`src/verilog/cluster_pkg.sv`:
```
// Cluster-wide types and constants
package cluster_pkg;

  // Data and address word
  typedef logic [31:0] word_t;

  // Requester tag echoed on the response
  typedef logic [4:0] per_id_t;

  // Cluster event sources, one bit each
  typedef logic [7:0] evt_t;

  // Identifier carried by a SoC event
  typedef logic [7:0] soc_evt_id_t;

  // Event bit positions
  localparam int EVT_TIMER  = 0;
  localparam int EVT_CL_LSB = 1;
  localparam int NB_CL_EVT  = 6;
  localparam int EVT_SOC    = 7;

  // Reset value of the per-core boot address registers
  localparam word_t DEFAULT_BOOT_ADDR = 32'h1C00_0000;

endpackage

```
`src/verilog/periph_map_pkg.sv`:
```
// Peripheral address map
package periph_map_pkg;

  // Slave selection field sits at address bits 11:10
  localparam int SLV_SEL_LSB = 10;

  typedef logic [1:0] slave_sel_t;

  localparam slave_sel_t SLV_CTRL  = 2'd0;
  localparam slave_sel_t SLV_TIMER = 2'd1;
  localparam slave_sel_t SLV_EVENT = 2'd2;
  localparam slave_sel_t SLV_NONE  = 2'd3;

  localparam cluster_pkg::word_t UNMAPPED_RDATA = 32'hDEAD_B33F;

  // Byte offset inside one slave window (1 KiB)
  typedef logic [SLV_SEL_LSB-1:0] offs_t;

  // Control unit
  localparam offs_t CTRL_EOC       = 10'h000;
  localparam offs_t CTRL_FETCH_EN  = 10'h008;
  localparam offs_t CTRL_BOOT_ADDR = 10'h040;

  // Timer
  localparam offs_t TMR_CFG   = 10'h000;
  localparam offs_t TMR_COUNT = 10'h004;
  localparam offs_t TMR_CMP   = 10'h008;

  // Event unit
  localparam offs_t EU_MASK    = 10'h000;
  localparam offs_t EU_PENDING = 10'h040;
  localparam offs_t EU_CLEAR   = 10'h044;
  localparam offs_t EU_SOC_ID  = 10'h048;

endpackage
```
`src/verilog/periph_bus_if.sv`:
```
// Peripheral bus interface
interface periph_bus_if;
  import cluster_pkg::*;

  // Request channel, req is valid and gnt is ready
  logic    req;
  word_t   add;
  logic    wen;
  word_t   wdata;
  per_id_t id;
  logic    gnt;

  // Response channel, always accepted by the master
  logic    r_valid;
  word_t   r_rdata;
  per_id_t r_id;

  modport master (
    output req, add, wen, wdata, id,
    input  gnt, r_valid, r_rdata, r_id
  );

  modport slave (
    input  req, add, wen, wdata, id,
    output gnt, r_valid, r_rdata, r_id
  );

endinterface

```
`src/verilog/cluster_ctrl_unit.sv`:
```
// Cluster control registers
module cluster_ctrl_unit #(
  parameter int                 NB_CORES  = 4,
  parameter cluster_pkg::word_t BOOT_ADDR = cluster_pkg::DEFAULT_BOOT_ADDR
) (
  input  logic                               clk_i,
  input  logic                               rst_i,
  periph_bus_if.slave                        bus,
  output logic                               eoc_o,
  output logic [NB_CORES-1:0]                fetch_en_o,
  output cluster_pkg::word_t [NB_CORES-1:0]  boot_addr_o
);
  import cluster_pkg::*;
  import periph_map_pkg::*;

  offs_t      off;
  logic       wr;
  logic       boot_hit;
  logic [2:0] core_idx;
  word_t      rdata;

  assign off      = bus.add[SLV_SEL_LSB-1:0];
  assign bus.gnt  = bus.req;
  assign wr       = bus.req && !bus.wen;
  // Boot address block covers 0x40 to 0x5C, one word per core
  assign boot_hit = (off[9:5] == CTRL_BOOT_ADDR[9:5]);
  assign core_idx = off[4:2];

  always_ff @(posedge clk_i) begin
    if (rst_i) begin
      eoc_o       <= 1'b0;
      fetch_en_o  <= '0;
      boot_addr_o <= {NB_CORES{BOOT_ADDR}};
    end else if (wr) begin
      if (off == CTRL_EOC) begin
        eoc_o <= bus.wdata[0];
      end
      if (off == CTRL_FETCH_EN) begin
        fetch_en_o <= bus.wdata[NB_CORES-1:0];
      end
      for (int c = 0; c < NB_CORES; c++) begin
        if (boot_hit && int'(core_idx) == c) begin
          boot_addr_o[c] <= bus.wdata;
        end
      end
    end
  end

  // Read mux, cores past NB_CORES read as zero
  always_comb begin
    rdata = '0;
    if (off == CTRL_EOC) begin
      rdata[0] = eoc_o;
    end else if (off == CTRL_FETCH_EN) begin
      rdata[NB_CORES-1:0] = fetch_en_o;
    end else begin
      for (int c = 0; c < NB_CORES; c++) begin
        if (boot_hit && int'(core_idx) == c) begin
          rdata = boot_addr_o[c];
        end
      end
    end
  end

  //************************************************************
  // Response
  //************************************************************
  always_ff @(posedge clk_i) begin
    if (rst_i) begin
      bus.r_valid <= 1'b0;
    end else begin
      bus.r_valid <= bus.req;
    end
  end

  always_ff @(posedge clk_i) begin
    if (bus.req) begin
      bus.r_id    <= bus.id;
      bus.r_rdata <= bus.wen ? rdata : '0;
    end
  end

endmodule

```
`src/verilog/cluster_periph_top.sv`:
```
// Cluster peripheral block
module cluster_periph_top #(
  parameter int                 NB_CORES  = 4,
  parameter cluster_pkg::word_t BOOT_ADDR = cluster_pkg::DEFAULT_BOOT_ADDR
) (
  input  logic                               clk_i,
  input  logic                               rst_i,
  // Peripheral bus
  input  logic                               req_i,
  input  cluster_pkg::word_t                 add_i,
  input  logic                               wen_i,
  input  cluster_pkg::word_t                 wdata_i,
  input  cluster_pkg::per_id_t               id_i,
  output logic                               gnt_o,
  output logic                               r_valid_o,
  output cluster_pkg::word_t                 r_rdata_o,
  output cluster_pkg::per_id_t               r_id_o,
  // Event sources
  input  logic [cluster_pkg::NB_CL_EVT-1:0]  cluster_evt_i,
  input  logic                               soc_evt_valid_i,
  input  cluster_pkg::soc_evt_id_t           soc_evt_id_i,
  output logic                               soc_evt_ready_o,
  // Core control
  output logic                               eoc_o,
  output logic [NB_CORES-1:0]                fetch_en_o,
  output cluster_pkg::word_t [NB_CORES-1:0]  boot_addr_o,
  output logic [NB_CORES-1:0]                irq_o
);

  periph_bus_if bus_in   ();
  periph_bus_if bus_ctrl ();
  periph_bus_if bus_tmr  ();
  periph_bus_if bus_evt  ();

  logic timer_evt;

  assign bus_in.req   = req_i;
  assign bus_in.add   = add_i;
  assign bus_in.wen   = wen_i;
  assign bus_in.wdata = wdata_i;
  assign bus_in.id    = id_i;
  assign gnt_o        = bus_in.gnt;
  assign r_valid_o    = bus_in.r_valid;
  assign r_rdata_o    = bus_in.r_rdata;
  assign r_id_o       = bus_in.r_id;

  periph_bus_demux demux_i (
    .clk_i  ( clk_i    ),
    .rst_i  ( rst_i    ),
    .slv    ( bus_in   ),
    .m_ctrl ( bus_ctrl ),
    .m_tmr  ( bus_tmr  ),
    .m_evt  ( bus_evt  )
  );

  cluster_ctrl_unit #(
    .NB_CORES  ( NB_CORES  ),
    .BOOT_ADDR ( BOOT_ADDR )
  ) ctrl_unit_i (
    .clk_i       ( clk_i       ),
    .rst_i       ( rst_i       ),
    .bus         ( bus_ctrl    ),
    .eoc_o       ( eoc_o       ),
    .fetch_en_o  ( fetch_en_o  ),
    .boot_addr_o ( boot_addr_o )
  );

  cluster_timer timer_i (
    .clk_i       ( clk_i     ),
    .rst_i       ( rst_i     ),
    .bus         ( bus_tmr   ),
    .timer_evt_o ( timer_evt )
  );

  event_unit #(
    .NB_CORES ( NB_CORES )
  ) event_unit_i (
    .clk_i           ( clk_i           ),
    .rst_i           ( rst_i           ),
    .bus             ( bus_evt         ),
    .timer_evt_i     ( timer_evt       ),
    .cluster_evt_i   ( cluster_evt_i   ),
    .soc_evt_valid_i ( soc_evt_valid_i ),
    .soc_evt_id_i    ( soc_evt_id_i    ),
    .soc_evt_ready_o ( soc_evt_ready_o ),
    .irq_o           ( irq_o           )
  );

endmodule

```
`src/verilog/cluster_timer.sv`:
```
// Cluster timer
module cluster_timer (
  input  logic        clk_i,
  input  logic        rst_i,
  periph_bus_if.slave bus,
  output logic        timer_evt_o
);
  import cluster_pkg::*;
  import periph_map_pkg::*;

  offs_t off;
  logic  wr;
  logic  enable_q;
  logic  auto_clr_q;
  word_t count_q;
  word_t cmp_q;
  logic  match;
  word_t rdata;

  assign off     = bus.add[SLV_SEL_LSB-1:0];
  assign bus.gnt = bus.req;
  assign wr      = bus.req && !bus.wen;

  // Match is visible in the same cycle the count reaches compare
  assign match       = enable_q && (count_q == cmp_q);
  assign timer_evt_o = match;

  //************************************************************
  // Counter and configuration
  //************************************************************
  always_ff @(posedge clk_i) begin
    if (rst_i) begin
      enable_q   <= 1'b0;
      auto_clr_q <= 1'b0;
      count_q    <= '0;
      cmp_q      <= '0;
    end else begin
      // Software preload takes priority over counting
      if (wr && off == TMR_COUNT) begin
        count_q <= bus.wdata;
      end else if (match && auto_clr_q) begin
        count_q <= '0;
      end else if (enable_q) begin
        count_q <= count_q + 32'd1;
      end

      if (wr && off == TMR_CFG) begin
        enable_q   <= bus.wdata[0];
        auto_clr_q <= bus.wdata[1];
      end
      if (wr && off == TMR_CMP) begin
        cmp_q <= bus.wdata;
      end
    end
  end

  always_comb begin
    rdata = '0;
    case (off)
      TMR_CFG:   rdata[1:0] = {auto_clr_q, enable_q};
      TMR_COUNT: rdata      = count_q;
      TMR_CMP:   rdata      = cmp_q;
      default:   rdata      = '0;
    endcase
  end

  //************************************************************
  // Response
  //************************************************************
  always_ff @(posedge clk_i) begin
    if (rst_i) begin
      bus.r_valid <= 1'b0;
    end else begin
      bus.r_valid <= bus.req;
    end
  end

  always_ff @(posedge clk_i) begin
    if (bus.req) begin
      bus.r_id    <= bus.id;
      bus.r_rdata <= bus.wen ? rdata : '0;
    end
  end

  // Auto-clear keeps the count inside the compare range
  a_count_bound: assert property (@(posedge clk_i) disable iff (rst_i)
    (auto_clr_q && (count_q <= cmp_q) && !wr) |=> (count_q <= cmp_q));

endmodule

```
`src/verilog/event_unit.sv`:
```
// Cluster event unit
module event_unit #(
  parameter int NB_CORES = 4
) (
  input  logic                                clk_i,
  input  logic                                rst_i,
  periph_bus_if.slave                         bus,
  input  logic                                timer_evt_i,
  input  logic [cluster_pkg::NB_CL_EVT-1:0]   cluster_evt_i,
  input  logic                                soc_evt_valid_i,
  input  cluster_pkg::soc_evt_id_t            soc_evt_id_i,
  output logic                                soc_evt_ready_o,
  output logic [NB_CORES-1:0]                 irq_o
);
  import cluster_pkg::*;
  import periph_map_pkg::*;

  offs_t                 off;
  logic                  acc;
  logic                  wr;
  logic                  soc_acc;
  logic                  mask_hit;
  logic [2:0]            core_idx;
  evt_t                  pending_q;
  evt_t                  evt_set;
  evt_t                  evt_clr;
  evt_t [NB_CORES-1:0]   mask_q;
  soc_evt_id_t           soc_id_q;
  word_t                 rdata;

  assign off      = bus.add[SLV_SEL_LSB-1:0];
  assign mask_hit = (off[9:5] == EU_MASK[9:5]);
  assign core_idx = off[4:2];

  // One SoC event in flight at a time
  assign soc_evt_ready_o = !pending_q[EVT_SOC];
  assign soc_acc         = soc_evt_valid_i && soc_evt_ready_o;

  // SoC intake wins over bus access in the same cycle
  assign bus.gnt = bus.req && !soc_acc;
  assign acc     = bus.req && bus.gnt;
  assign wr      = acc && !bus.wen;

  //************************************************************
  // Pending buffer
  //************************************************************
  always_comb begin
    evt_set                           = '0;
    evt_set[EVT_TIMER]                = timer_evt_i;
    evt_set[EVT_CL_LSB +: NB_CL_EVT]  = cluster_evt_i;
    evt_set[EVT_SOC]                  = soc_acc;
  end

  assign evt_clr = (wr && off == EU_CLEAR) ? bus.wdata[$bits(evt_t)-1:0] : '0;

  always_ff @(posedge clk_i) begin
    if (rst_i) begin
      pending_q <= '0;
      mask_q    <= '0;
      irq_o     <= '0;
    end else begin
      pending_q <= (pending_q & ~evt_clr) | evt_set;
      for (int c = 0; c < NB_CORES; c++) begin
        irq_o[c] <= |(pending_q & mask_q[c]);
        if (wr && mask_hit && int'(core_idx) == c) begin
          mask_q[c] <= bus.wdata[$bits(evt_t)-1:0];
        end
      end
    end
  end

  always_ff @(posedge clk_i) begin
    if (soc_acc) begin
      soc_id_q <= soc_evt_id_i;
    end
  end

  always_comb begin
    rdata = '0;
    if (off == EU_PENDING) begin
      rdata[$bits(evt_t)-1:0] = pending_q;
    end else if (off == EU_SOC_ID) begin
      rdata[$bits(soc_evt_id_t)-1:0] = soc_id_q;
    end else begin
      for (int c = 0; c < NB_CORES; c++) begin
        if (mask_hit && int'(core_idx) == c) begin
          rdata[$bits(evt_t)-1:0] = mask_q[c];
        end
      end
    end
  end

  //************************************************************
  // Response
  //************************************************************
  always_ff @(posedge clk_i) begin
    if (rst_i) begin
      bus.r_valid <= 1'b0;
    end else begin
      bus.r_valid <= acc;
    end
  end

  always_ff @(posedge clk_i) begin
    if (acc) begin
      bus.r_id    <= bus.id;
      bus.r_rdata <= bus.wen ? rdata : '0;
    end
  end

  // An accepted SoC event stays pending and blocks the next one
  a_soc_single: assert property (@(posedge clk_i) disable iff (rst_i)
    soc_acc |=> (pending_q[EVT_SOC] && !soc_acc));

endmodule

```
`src/verilog/periph_bus_demux.sv`:
```
// Peripheral bus decoder
module periph_bus_demux (
  input  logic         clk_i,
  input  logic         rst_i,
  periph_bus_if.slave  slv,
  periph_bus_if.master m_ctrl,
  periph_bus_if.master m_tmr,
  periph_bus_if.master m_evt
);
  import cluster_pkg::*;
  import periph_map_pkg::*;

  slave_sel_t sel;
  slave_sel_t sel_q;
  logic       unm_q;
  logic       unm_wen_q;
  per_id_t    unm_id_q;

  assign sel = slv.add[SLV_SEL_LSB +: 2];

  //************************************************************
  // Request path
  //************************************************************
  assign m_ctrl.req   = slv.req && (sel == SLV_CTRL);
  assign m_ctrl.add   = slv.add;
  assign m_ctrl.wen   = slv.wen;
  assign m_ctrl.wdata = slv.wdata;
  assign m_ctrl.id    = slv.id;

  assign m_tmr.req    = slv.req && (sel == SLV_TIMER);
  assign m_tmr.add    = slv.add;
  assign m_tmr.wen    = slv.wen;
  assign m_tmr.wdata  = slv.wdata;
  assign m_tmr.id     = slv.id;

  assign m_evt.req    = slv.req && (sel == SLV_EVENT);
  assign m_evt.add    = slv.add;
  assign m_evt.wen    = slv.wen;
  assign m_evt.wdata  = slv.wdata;
  assign m_evt.id     = slv.id;

  // Unmapped region grants at once
  always_comb begin
    case (sel)
      SLV_CTRL:  slv.gnt = slv.req && m_ctrl.gnt;
      SLV_TIMER: slv.gnt = slv.req && m_tmr.gnt;
      SLV_EVENT: slv.gnt = slv.req && m_evt.gnt;
      default:   slv.gnt = slv.req;
    endcase
  end

  // Remember where the accepted request went
  always_ff @(posedge clk_i) begin
    if (rst_i) begin
      sel_q <= SLV_CTRL;
      unm_q <= 1'b0;
    end else begin
      unm_q <= slv.req && slv.gnt && (sel == SLV_NONE);
      if (slv.req && slv.gnt) begin
        sel_q <= sel;
      end
    end
  end

  always_ff @(posedge clk_i) begin
    if (slv.req && slv.gnt) begin
      unm_wen_q <= slv.wen;
      unm_id_q  <= slv.id;
    end
  end

  //************************************************************
  // Response merge
  //************************************************************
  always_comb begin
    case (sel_q)
      SLV_CTRL: begin
        slv.r_valid = m_ctrl.r_valid;
        slv.r_rdata = m_ctrl.r_rdata;
        slv.r_id    = m_ctrl.r_id;
      end
      SLV_TIMER: begin
        slv.r_valid = m_tmr.r_valid;
        slv.r_rdata = m_tmr.r_rdata;
        slv.r_id    = m_tmr.r_id;
      end
      SLV_EVENT: begin
        slv.r_valid = m_evt.r_valid;
        slv.r_rdata = m_evt.r_rdata;
        slv.r_id    = m_evt.r_id;
      end
      default: begin
        slv.r_valid = unm_q;
        slv.r_rdata = unm_wen_q ? UNMAPPED_RDATA : '0;
        slv.r_id    = unm_id_q;
      end
    endcase
  end

  // Every response belongs to a request accepted one cycle earlier
  a_rsp_follows_req: assert property (@(posedge clk_i) disable iff (rst_i)
    slv.r_valid |-> $past(slv.req && slv.gnt));

endmodule

```
`config.mk`:
```
export PLATFORM = sky130hd
export DESIGN_NAME = cluster_periph_top
export DESIGN_NICKNAME = d
export VERILOG_FILES = /design/src/verilog/cluster_pkg.sv /design/src/verilog/periph_map_pkg.sv /design/src/verilog/periph_bus_if.sv /design/src/verilog/cluster_ctrl_unit.sv /design/src/verilog/cluster_periph_top.sv /design/src/verilog/cluster_timer.sv /design/src/verilog/event_unit.sv /design/src/verilog/periph_bus_demux.sv
export SDC_FILE = /design/constraint.sdc
export NUM_CORES = 1
export LEC_CHECK = 0
export ABC_CLOCK_PERIOD_IN_PS = 3100
export BUFFER_PORTS_ARGS = -buffer_cell sky130_fd_sc_hd__buf_2
export CAP_MARGIN = 10
export CORE_ASPECT_RATIO = 2
export CORE_MARGIN = 4
export CORE_UTILIZATION = 50
export CTS_BUF_LIST = sky130_fd_sc_hd__clkbuf_8 sky130_fd_sc_hd__clkbuf_16
export DETAILED_ROUTE_END_ITERATION = 8
export GPL_ROUTABILITY_DRIVEN = 0
export PLACE_DENSITY = 0.73
export SLEW_MARGIN = 20
export SYNTH_ARGS = -nofsm -noshare
export SYNTH_HDL_FRONTEND = slang
export SYNTH_HIERARCHICAL = 1
export SYNTH_SLANG_ARGS = --single-unit
```
`constraint.sdc`:
```
create_clock -name clk_i -period 3.1 [get_ports clk_i]
set_input_delay 0.155 -clock clk_i [delete_from_list [all_inputs] [get_ports clk_i]]
set_output_delay 0.155 -clock clk_i [all_outputs]
set_load 0.01 [all_outputs]
```
==> results.py, run 1 <==
metrics = {
    "critical_path": {
        "start_kind": "register",
        "arrival_ps": 2270,
        "regToRegSetupSlack_ps": 790,
        "critPathCaptureType": "output pin",
        "critPathKind": "register to output pin",
        "worstPathRequired_ps": 2940,
        "crit_fanout": 22,
    },
    "sta": {
        "min_period_ps": 2420,
        "max_freq_mhz": 413,
        "slew_headroom": 0.335,
        "fin_crit_sh": 0.782,
        "tightest_slew_ps": 998,
        "rsz0062_at_grt": "false",
        "fin_tns_setup_ps": 0,
        "finClkSkew_ps": 9.66,
        "finalHoldViolCount": 0,
        "setup_violations": 0,
        "slew_violations": 0,
    },
    "power": {
        "swShare": 0.241,
        "p_seq_frac": 0.522,
        "vdd_drop_max_uv": 491,
        "power_frac_comb": 0.074,
        "leakagePower_uw": 0.00741,
        "pwr-share-clk": 0.404,
        "power.density_nw_per_um2": 465,
        "power.switching_uw": 2210,
        "p_int_uw": 6990,
    },
    "routing": {
        "drtPass1Iterations": 5,
        "vias": 14880,
        "drt-wirelength-per-cell_um": 22.1,
        "drc": 0,
        "postRouteAntennaNets": 0,
        "vias_per_cell": 6.00,
        "wirelength_um": 54800,
        "drt_iter0_markers": 1405,
    },
    "die": {
        "initial_core_util": 0.507,
        "core_area_um2": 35100,
        "fp.dieArea_um2": 38900,
        "die-width_um": 141,
        "io_pins": 265,
        "fp.dieH_um": 275,
        "rows": 97,
    },
    "cells_and_area": {
        "antenna_cells": 0,
        "syn_to_final_growth_pct": 11.2,
        "final_common_cell": "nand2_1",
        "final.fill_count": 2993,
        "final_area_um2": 19800,
        "final_net_count": 2109,
        "final_cell_mix": "343 x nand2_1, 247 x dfxtp_1, 242 x buf_2",
        "utilization": 0.564,
        "drive_gt1_frac": 0.208,
    },
    "clocking": {
        "cts_made_buffers": 30,
        "cts_buffer_depth": 3,
        "clkTransAtPathRegs_ps": 70,
        "htreeDepth": 1,
        "cts_resized": 0,
        "cts_root_buf": "clkbuf_16",
        "cts_tree": "built",
        "cts_sinks": 350,
        "insertion_delay_ps": 590,
    },
    "grt": {
        "track_usage": 0.273,
        "grt_pass1_vias": 14636,
        "grt_max_degree": 114,
        "grt_pass1_wl_um": 83100,
        "antenna_found_initial": 0,
        "grt_overflow": 0,
    },
    "logic_synthesis": {
        "netlist_instances": 1902,
        "ys_warn_count": 6,
        "avgSynthCellArea_um2": 9.36,
        "syn_area_um2": 17800,
    },
    "worst_hold_path": {
        "hold_path.class": "primary input to register",
    },
    "placement": {
        "detailed_place.area_um2": 18300,
        "portBuffers": 244,
        "hpwl_um": 38600,
    },
    "flow_run": {
        "maxCapViolCount": 0,
    },
    "outcome": {
        "status": "finished clean",
    },
}
repair_timing:
item	4_1_cts	5_1_grt
hold buffers	52	0
hold endpoints to repair	198	0
buffers inserted	0	0
setup endpoints to repair	0	0
critical path: stages, from the launching register on:
cell and delay, ps:
edfxtp_1 800, mux4_2 690, buf_2 180
metrics by stage:
step / hold WS [ps] / cells / total power [uW] / setup slack [ps]
global route: 11.9 / 2482 / 9460 / 588
finish: 16.1 / 2482 / 9200 / 677
detailed placement: 333 / 2376 / 5530 / 753
global placement: 334 / 2376 / 5510 / 785
CTS: 1.20 / 2482 / 9240 / 736
floorplan: 254 / 1925 / 5380 / 335
power groups by stage:
stage	Sequential, uW	Combinational [uW]	Clock (uW)
floorplan	4870	511	0
global placement	4900	614	0
detailed placement	4900	622	0
CTS	4800	676	3760
global route	4800	722	3930
finish	4800	683	3720
sequential cells by signal, indices dropped and copies added (netlist names), 2 cells and up:
register,cells
ctrl_unit_i/boot_addr_o,128
ctrl_unit_i/bus.r_rdata,32
event_unit_i/mask_q,32
timer_i/bus.r_rdata,32
timer_i/cmp_q,32
timer_i/count_q,32
event_unit_i/bus.r_rdata,8
event_unit_i/pending_q,8
event_unit_i/soc_id_q,8
ctrl_unit_i/bus.r_id,5
demux_i/unm_id_q,5
event_unit_i/bus.r_id,5
timer_i/bus.r_id,5
ctrl_unit_i/fetch_en_o,4
event_unit_i/irq_o,4
demux_i/sel_q,2
path summary, 6_finish.rpt:
kind	from	to	depth (start not counted)
max	demux_i/unm_wen_q	r_rdata_o[12]	2
min	wdata_i[0]	timer_i/cmp_q[0]	3
max reg2reg	timer_i/count_q[2]	timer_i/count_q[31]	6
min reg2reg	ctrl_unit_i/boot_addr_o[35]	ctrl_unit_i/boot_addr_o[35]	2
cell type report:
class	instances	area, um2	share of cell area
Clock buffer	37	870	0.0439
Inverter	22	82.6	0.00417
Multi-Input combinational cell	1274	8040	0.406
Timing Repair Buffer	337	2120	0.107
Sequential cell	350	8020	0.405
Tap cell	445	557	0.0281
Clock inverter	17	95.1	0.00481
metal layers:
metal,wire (um),track usage,vias to the layer above
li1,-,-,6744
met1,18300,0.293,7047
met2,27800,0.487,840
met3,4110,0.0353,249
met4,4660,0.195,0
met5,0,0,-
No activity file was read; power rests on OpenSTA's default activity.
==> run 2: changes to the inputs <==
Settings changed: ABC_AREA set to 1, ABC_CLOCK_PERIOD_IN_PS 3100 to 2150, PLACE_DENSITY 0.73 to 0.76.
Clock period 3.1 ns to 2.15 ns, I/O delays scaled along.
==> run 2 against run 1 <==
Effect of this change:
- cell area increased by 8.3%
- hold slack gained 3.4 ps
- sequential power up 44%
- clock skew grew 9.7 ps
- critical path depth up 8
- area after synthesis is 6.8% higher
- global-route usage is 5.6 points higher
- worst setup slack got worse by 650 ps
- first-iteration DRC count is 12% higher
- combinational power up 40%
- highest routed layer is now met5
- routed wire length increased by 28%
- clock power up 68%
==> results.py, run 2 <==
metrics = {
    "outcome": {
        "status": "finished clean",
    },
    "die": {
        "fp.dieArea_um2": 41400,
        "die-width_um": 146,
        "initial_core_util": 0.508,
        "io_pins": 265,
        "rows": 100,
        "core_area_um2": 37400,
        "fp.dieH_um": 284,
    },
    "cells_and_area": {
        "final.fill_count": 3392,
        "largest_reg_flops": 128,
        "drive_gt1_frac": 0.186,
        "final_cell_mix": "710 x nand2_1, 273 x nor2_1, 247 x dfxtp_1",
        "top_register": "ctrl_unit_i/boot_addr_o",
        "utilization": 0.573,
        "final_net_count": 2835,
        "final_common_cell": "nand2_1",
        "syn_to_final_growth_pct": 12.7,
    },
    "critical_path": {
        "worstPathRequired_ps": 2650,
        "crit_fanout": 5,
        "critPathCaptureType": "register",
        "critPathMaxStageDelay_ps": 360,
        "start_kind": "register",
        "critPathBufInv": 1,
        "arrival_ps": 2620,
        "regToRegSetupSlack_ps": 30,
        "crit_slowest_cell": "dfxtp_1",
        "critPathKind": "register to register",
        "path_cells": "buf_4 > nand3_1 > nor2_4 > nand2_1 > nor2_2 > nand4_1 > xor2_1 > nor2_1 > nor2_2 > nor2_1",
        "critPathTopFamily": "simple AND/OR/NAND/NOR gates",
    },
    "clocking": {
        "post-cts-setup-buffer-count": 0,
        "cts_root_buf": "clkbuf_16",
        "clkTransAtPathRegs_ps": 60,
        "cts_tree": "built",
        "htreeDepth": 2,
        "insertion_delay_ps": 560,
        "cts_buffer_depth": 3,
        "cts_made_buffers": 35,
        "cts_sinks": 350,
    },
    "grt": {
        "antenna_found_initial": 5,
        "use_met3": 0.0740,
        "met1_usage": 0.341,
        "grt_max_degree": 70,
        "grt_pass1_vias": 18141,
        "grtUsageMet2": 0.565,
        "grt_overflow": 0,
        "grt_pass1_wl_um": 106000,
        "track_usage": 0.328,
        "grt.busiest_layer": "met2",
    },
    "power": {
        "vdd_drop_max_uv": 606,
        "pwr-share-clk": 0.443,
        "leakagePower_uw": 0.00917,
        "p_int_uw": 10600,
        "power_frac_comb": 0.068,
        "power.density_nw_per_um2": 658,
        "p_seq_frac": 0.489,
        "swShare": 0.248,
        "power.switching_uw": 3500,
    },
    "routing": {
        "postRouteAntennaNets": 0,
        "wirelength_um": 70100,
        "drtPass1Iterations": 8,
        "drc": 0,
        "vias": 18770,
        "vias_per_cell": 5.81,
        "drt_iter0_markers": 1578,
        "drt-wirelength-per-cell_um": 21.7,
    },
    "sta": {
        "min_period_ps": 2120,
        "tightest_slew_ps": 857,
        "fin_tns_setup_ps": 0,
        "setup_slack_ps": 28.3,
        "finalHoldViolCount": 0,
        "max_freq_mhz": 471,
        "slew_headroom": 0.429,
        "rsz0062_at_grt": "true",
        "setup_violations": 0,
        "finClkSkew_ps": 19.4,
        "fin_crit_sh": 0.987,
        "slew_violations": 0,
    },
    "placement": {
        "portBuffers": 244,
        "hpwl_um": 50200,
        "post-place-ws_ps": 108,
    },
    "logic_synthesis": {
        "avgSynthCellArea_um2": 7.36,
        "netlist_instances": 2581,
        "syn_area_um2": 19000,
        "ys_warn_count": 6,
    },
    "worst_hold_path": {
        "hold_path.class": "primary input to register",
    },
    "flow_run": {
        "maxCapViolCount": 0,
    },
}
## run 2: metal layers
metal / wire (um) / share of wire
met3: 6400 / 0.091
met1: 22500 / 0.32
met2: 34200 / 0.49
met4: 6900 / 0.099
met5: 34 / 0.00049
## run 2: tightest hold or removal path: stages
cell,delay [ps]
buf_2,120
ha_1,150
nand2_1,50
nor2_1,90
## run 2: layout make-up
class                   instances  area, um2  share of cell area
diodes                          3       7.51            0.000350
clock buffers                  39        942              0.0440
clock inverters                25        214             0.00999
inverters                     220        853              0.0398
multi-input cells            1761       8360               0.390
flip-flops and latches        350       8020               0.374
well taps                     459        574              0.0268
repair buffers                373       2450               0.114
## run 2: worst paths after layout
path | cells after the start | from | end
max | 10 | timer_i/count_q[0] | timer_i/count_q[27]
min | 4 | add_i[10] | demux_i/unm_q
max reg2reg | 10 | timer_i/count_q[0] | timer_i/count_q[27]
min reg2reg | 2 | ctrl_unit_i/boot_addr_o[111] | ctrl_unit_i/boot_addr_o[111]
## run 2: what timing repair did
| action | 4_1_cts | 5_1_grt |
|---|---|---|
| hold buffers | 55 | 0 |
| hold endpoints to repair | 190 | 0 |
| setup endpoints to repair | 0 | 32 |
| resized for setup | 0 | 11 |
## run 2: per-stage QoR
| step | instances | instance area (um2) | power, uW | hold slack [ps] |
|---|---|---|---|---|
| CTS | 3227 | 21400 | 14100 | 3.29 |
| global route | 3228 | 21400 | 14500 | 6.62 |
| floorplan | 2604 | 19100 | 7680 | 177 |
| finish | 3230 | 21400 | 14100 | 19.5 |
| detailed placement | 3108 | 19700 | 7900 | 288 |
| global placement | 3108 | 19700 | 7880 | 289 |
## run 2: power by group through the flow
stage / Combinational [uW] / Sequential, uW / Clock (uW)
global placement: 845 / 7030 / 0
detailed placement: 860 / 7040 / 0
CTS: 941 / 6890 / 6300
global route: 1020 / 6890 / 6560
floorplan: 665 / 7010 / 0
finish: 956 / 6890 / 6240
==> run 3: changes to the inputs <==
Settings changed: ABC_CLOCK_PERIOD_IN_PS 2150 to 1960, PLACE_DENSITY 0.76 to 0.73.
Clock period 2.15 ns to 1.96 ns, I/O delays scaled along.
==> run 3 against run 2 <==
Effect of this change:
- the flow now finishes with violations (setup timing)
- final cell count increased by 1.6%
- die area unchanged
- utilization increased by 1.9 points
- sequential cell count unchanged
- cell area increased by 3.2%
- maximum frequency increased by 5.6%
- first-iteration DRC count decreased by 3.9%
- total power increased by 6.7%
- count of clock-buffer cells in the layout unchanged
- clock skew about the same
- critical path type unchanged
==> results.py, run 3 (same netlist as run 2, synthesis figures left out) <==
metrics = {
    "outcome": {
        "status": "finished, violations left",
        "violations": "setup timing",
    },
    "critical_path": {
        "critPathKind": "register to register",
        "crit_slowest_cell": "dfxtp_2",
        "start_kind": "register",
        "critPathCaptureType": "register",
        "critPathMaxStageDelay_ps": 340,
        "worstPathRequired_ps": 2390,
        "crit_fanout": 5,
        "arrival_ps": 2440,
        "path_cells": "ha_2 > nand2_2 > nor2_4 > nand2_2 > nor2_4 > nand2_2 > nor2_4 > nand3_2 > xor2_1 > nor2_1 > nor2_1 > nor2_1",
    },
    "clocking": {
        "cts_tree": "built",
        "cts_sinks": 350,
        "htreeDepth": 2,
        "cts_buffer_depth": 3,
        "cts_made_buffers": 34,
        "cts_root_buf": "clkbuf_16",
        "clkTransAtPathRegs_ps": 60,
        "insertion_delay_ps": 540,
    },
    "sta": {
        "max_freq_mhz": 498,
        "finClkSkew_ps": 19.4,
        "rsz0062_at_grt": "true",
        "setup_violations": 2,
        "setup_slack_ps": -49.5,
        "slew_violations": 0,
        "finalHoldViolCount": 0,
        "min_period_ps": 2010,
        "fin_crit_sh": 1.03,
        "tightest_slew_ps": 734,
        "slew_headroom": 0.510,
    },
    "power": {
        "p_int_uw": 11300,
        "p_seq_frac": 0.502,
        "swShare": 0.249,
        "leakagePower_uw": 0.00955,
        "power_frac_comb": 0.072,
        "power.switching_uw": 3750,
        "power.density_nw_per_um2": 680,
        "vdd_drop_max_uv": 649,
        "pwr-share-clk": 0.426,
    },
    "cells_and_area": {
        "final_common_cell": "nand2_1",
        "top_register": "ctrl_unit_i/boot_addr_o",
        "utilization": 0.591,
        "drive_gt1_frac": 0.227,
        "layoutNonFillerInstCount": 3282,
        "syn_to_final_growth_pct": 16.4,
        "antenna_cells": 0,
        "final_cell_mix": "691 x nand2_1, 267 x nor2_1, 242 x buf_2",
        "final_net_count": 2891,
        "largest_reg_flops": 128,
    },
    "routing": {
        "postRouteAntennaNets": 0,
        "drtPass1Iterations": 6,
        "vias": 18800,
        "drc": 0,
        "drt_iter0_markers": 1517,
        "drt-wirelength-per-cell_um": 21.7,
        "wirelength_um": 71400,
        "vias_per_cell": 5.73,
    },
    "grt": {
        "grt_max_degree": 70,
        "grt_pass1_wl_um": 107000,
        "grtUsageMet2": 0.579,
        "antenna_found_initial": 0,
        "grt_overflow": 0,
        "grt_pass1_vias": 17972,
        "grt.busiest_layer": "met2",
        "use_met3": 0.0639,
        "met1_usage": 0.350,
        "track_usage": 0.330,
    },
    "die": {
        "initial_core_util": 0.508,
        "rows": 100,
        "fp.dieArea_um2": 41400,
        "die-width_um": 146,
        "fp.dieH_um": 284,
        "core_area_um2": 37400,
        "io_pins": 265,
    },
    "placement": {
        "dp.cells": 3154,
        "portBuffers": 244,
        "hpwl_um": 50900,
    },
    "worst_hold_path": {
        "hold_path.class": "primary input to register",
    },
    "flow_run": {
        "maxCapViolCount": 0,
    },
}
[run 3: final timing paths]
path                                 from                           end  slack [ps]  depth (start not counted)
min                             add_i[10]                 demux_i/unm_q          20                          4
max                    timer_i/count_q[0]           timer_i/count_q[26]         -50                         12
min reg2reg  ctrl_unit_i/boot_addr_o[113]  ctrl_unit_i/boot_addr_o[113]         470                          2
max reg2reg            timer_i/count_q[0]           timer_i/count_q[26]         -50                         12
[run 3: area by class of cell]
| type | instances | area (um2) |
|---|---|---|
| repair buffers | 430 | 3070 |
| multi-input cells | 1761 | 8480 |
| fillers | 3322 | 15300 |
| clock inverters | 23 | 134 |
| well taps | 459 | 574 |
| clock buffers | 39 | 931 |
| inverters | 220 | 853 |
| flip-flops and latches | 350 | 8080 |
[run 3: worst max-delay path, delay by kind of cell (launching register included)]
kind,cells,cell delay (ps)
AND/OR/NAND/NOR,10,1200
XOR/XNOR,1,170
adder cells (fa/ha/maj),1,190
flip-flops,1,340
[run 3: through the flow]
stage               power (uW)  setup TNS [ps]  hold slack, ps  instance area (um2)  setup WS (ps)
detailed placement        8690            -166             279                20100          -80.4
floorplan                 8430            -947             167                19100          -50.1
global placement          8680           -64.5             280                20100          -64.5
finish                   15000           -95.6            21.6                22100          -49.5
CTS                      15000               0            7.22                21800           2.23
global route             15500           -1680            54.2                22100           -156
[run 3: metal layers]
metal | vias to the layer above | part of all wire
met5 | - | 0
met4 | 0 | 0.093
met3 | 317 | 0.095
met2 | 1200 | 0.49
met1 | 8624 | 0.32
li1 | 8659 | -
[run 3: repair_timing]
| item | CTS | global route |
|---|---|---|
| pin swaps | 1 | 13 |
| hold endpoints to repair | 187 | 0 |
| setup buffers | 0 | 7 |
| resized for setup | 5 | 98 |
| hold buffers | 56 | 0 |
| gates cloned | 0 | 3 |
| endpoints found under the setup margin | 18 | 54 |
[run 3: power by group through the flow]
stage	sequential, uW	clock (uW)	combinational [uW]
CTS	7560	6430	1070
floorplan	7690	0	732
finish	7550	6400	1090
detailed placement	7720	0	976
global placement	7720	0	962
global route	7550	6740	1160
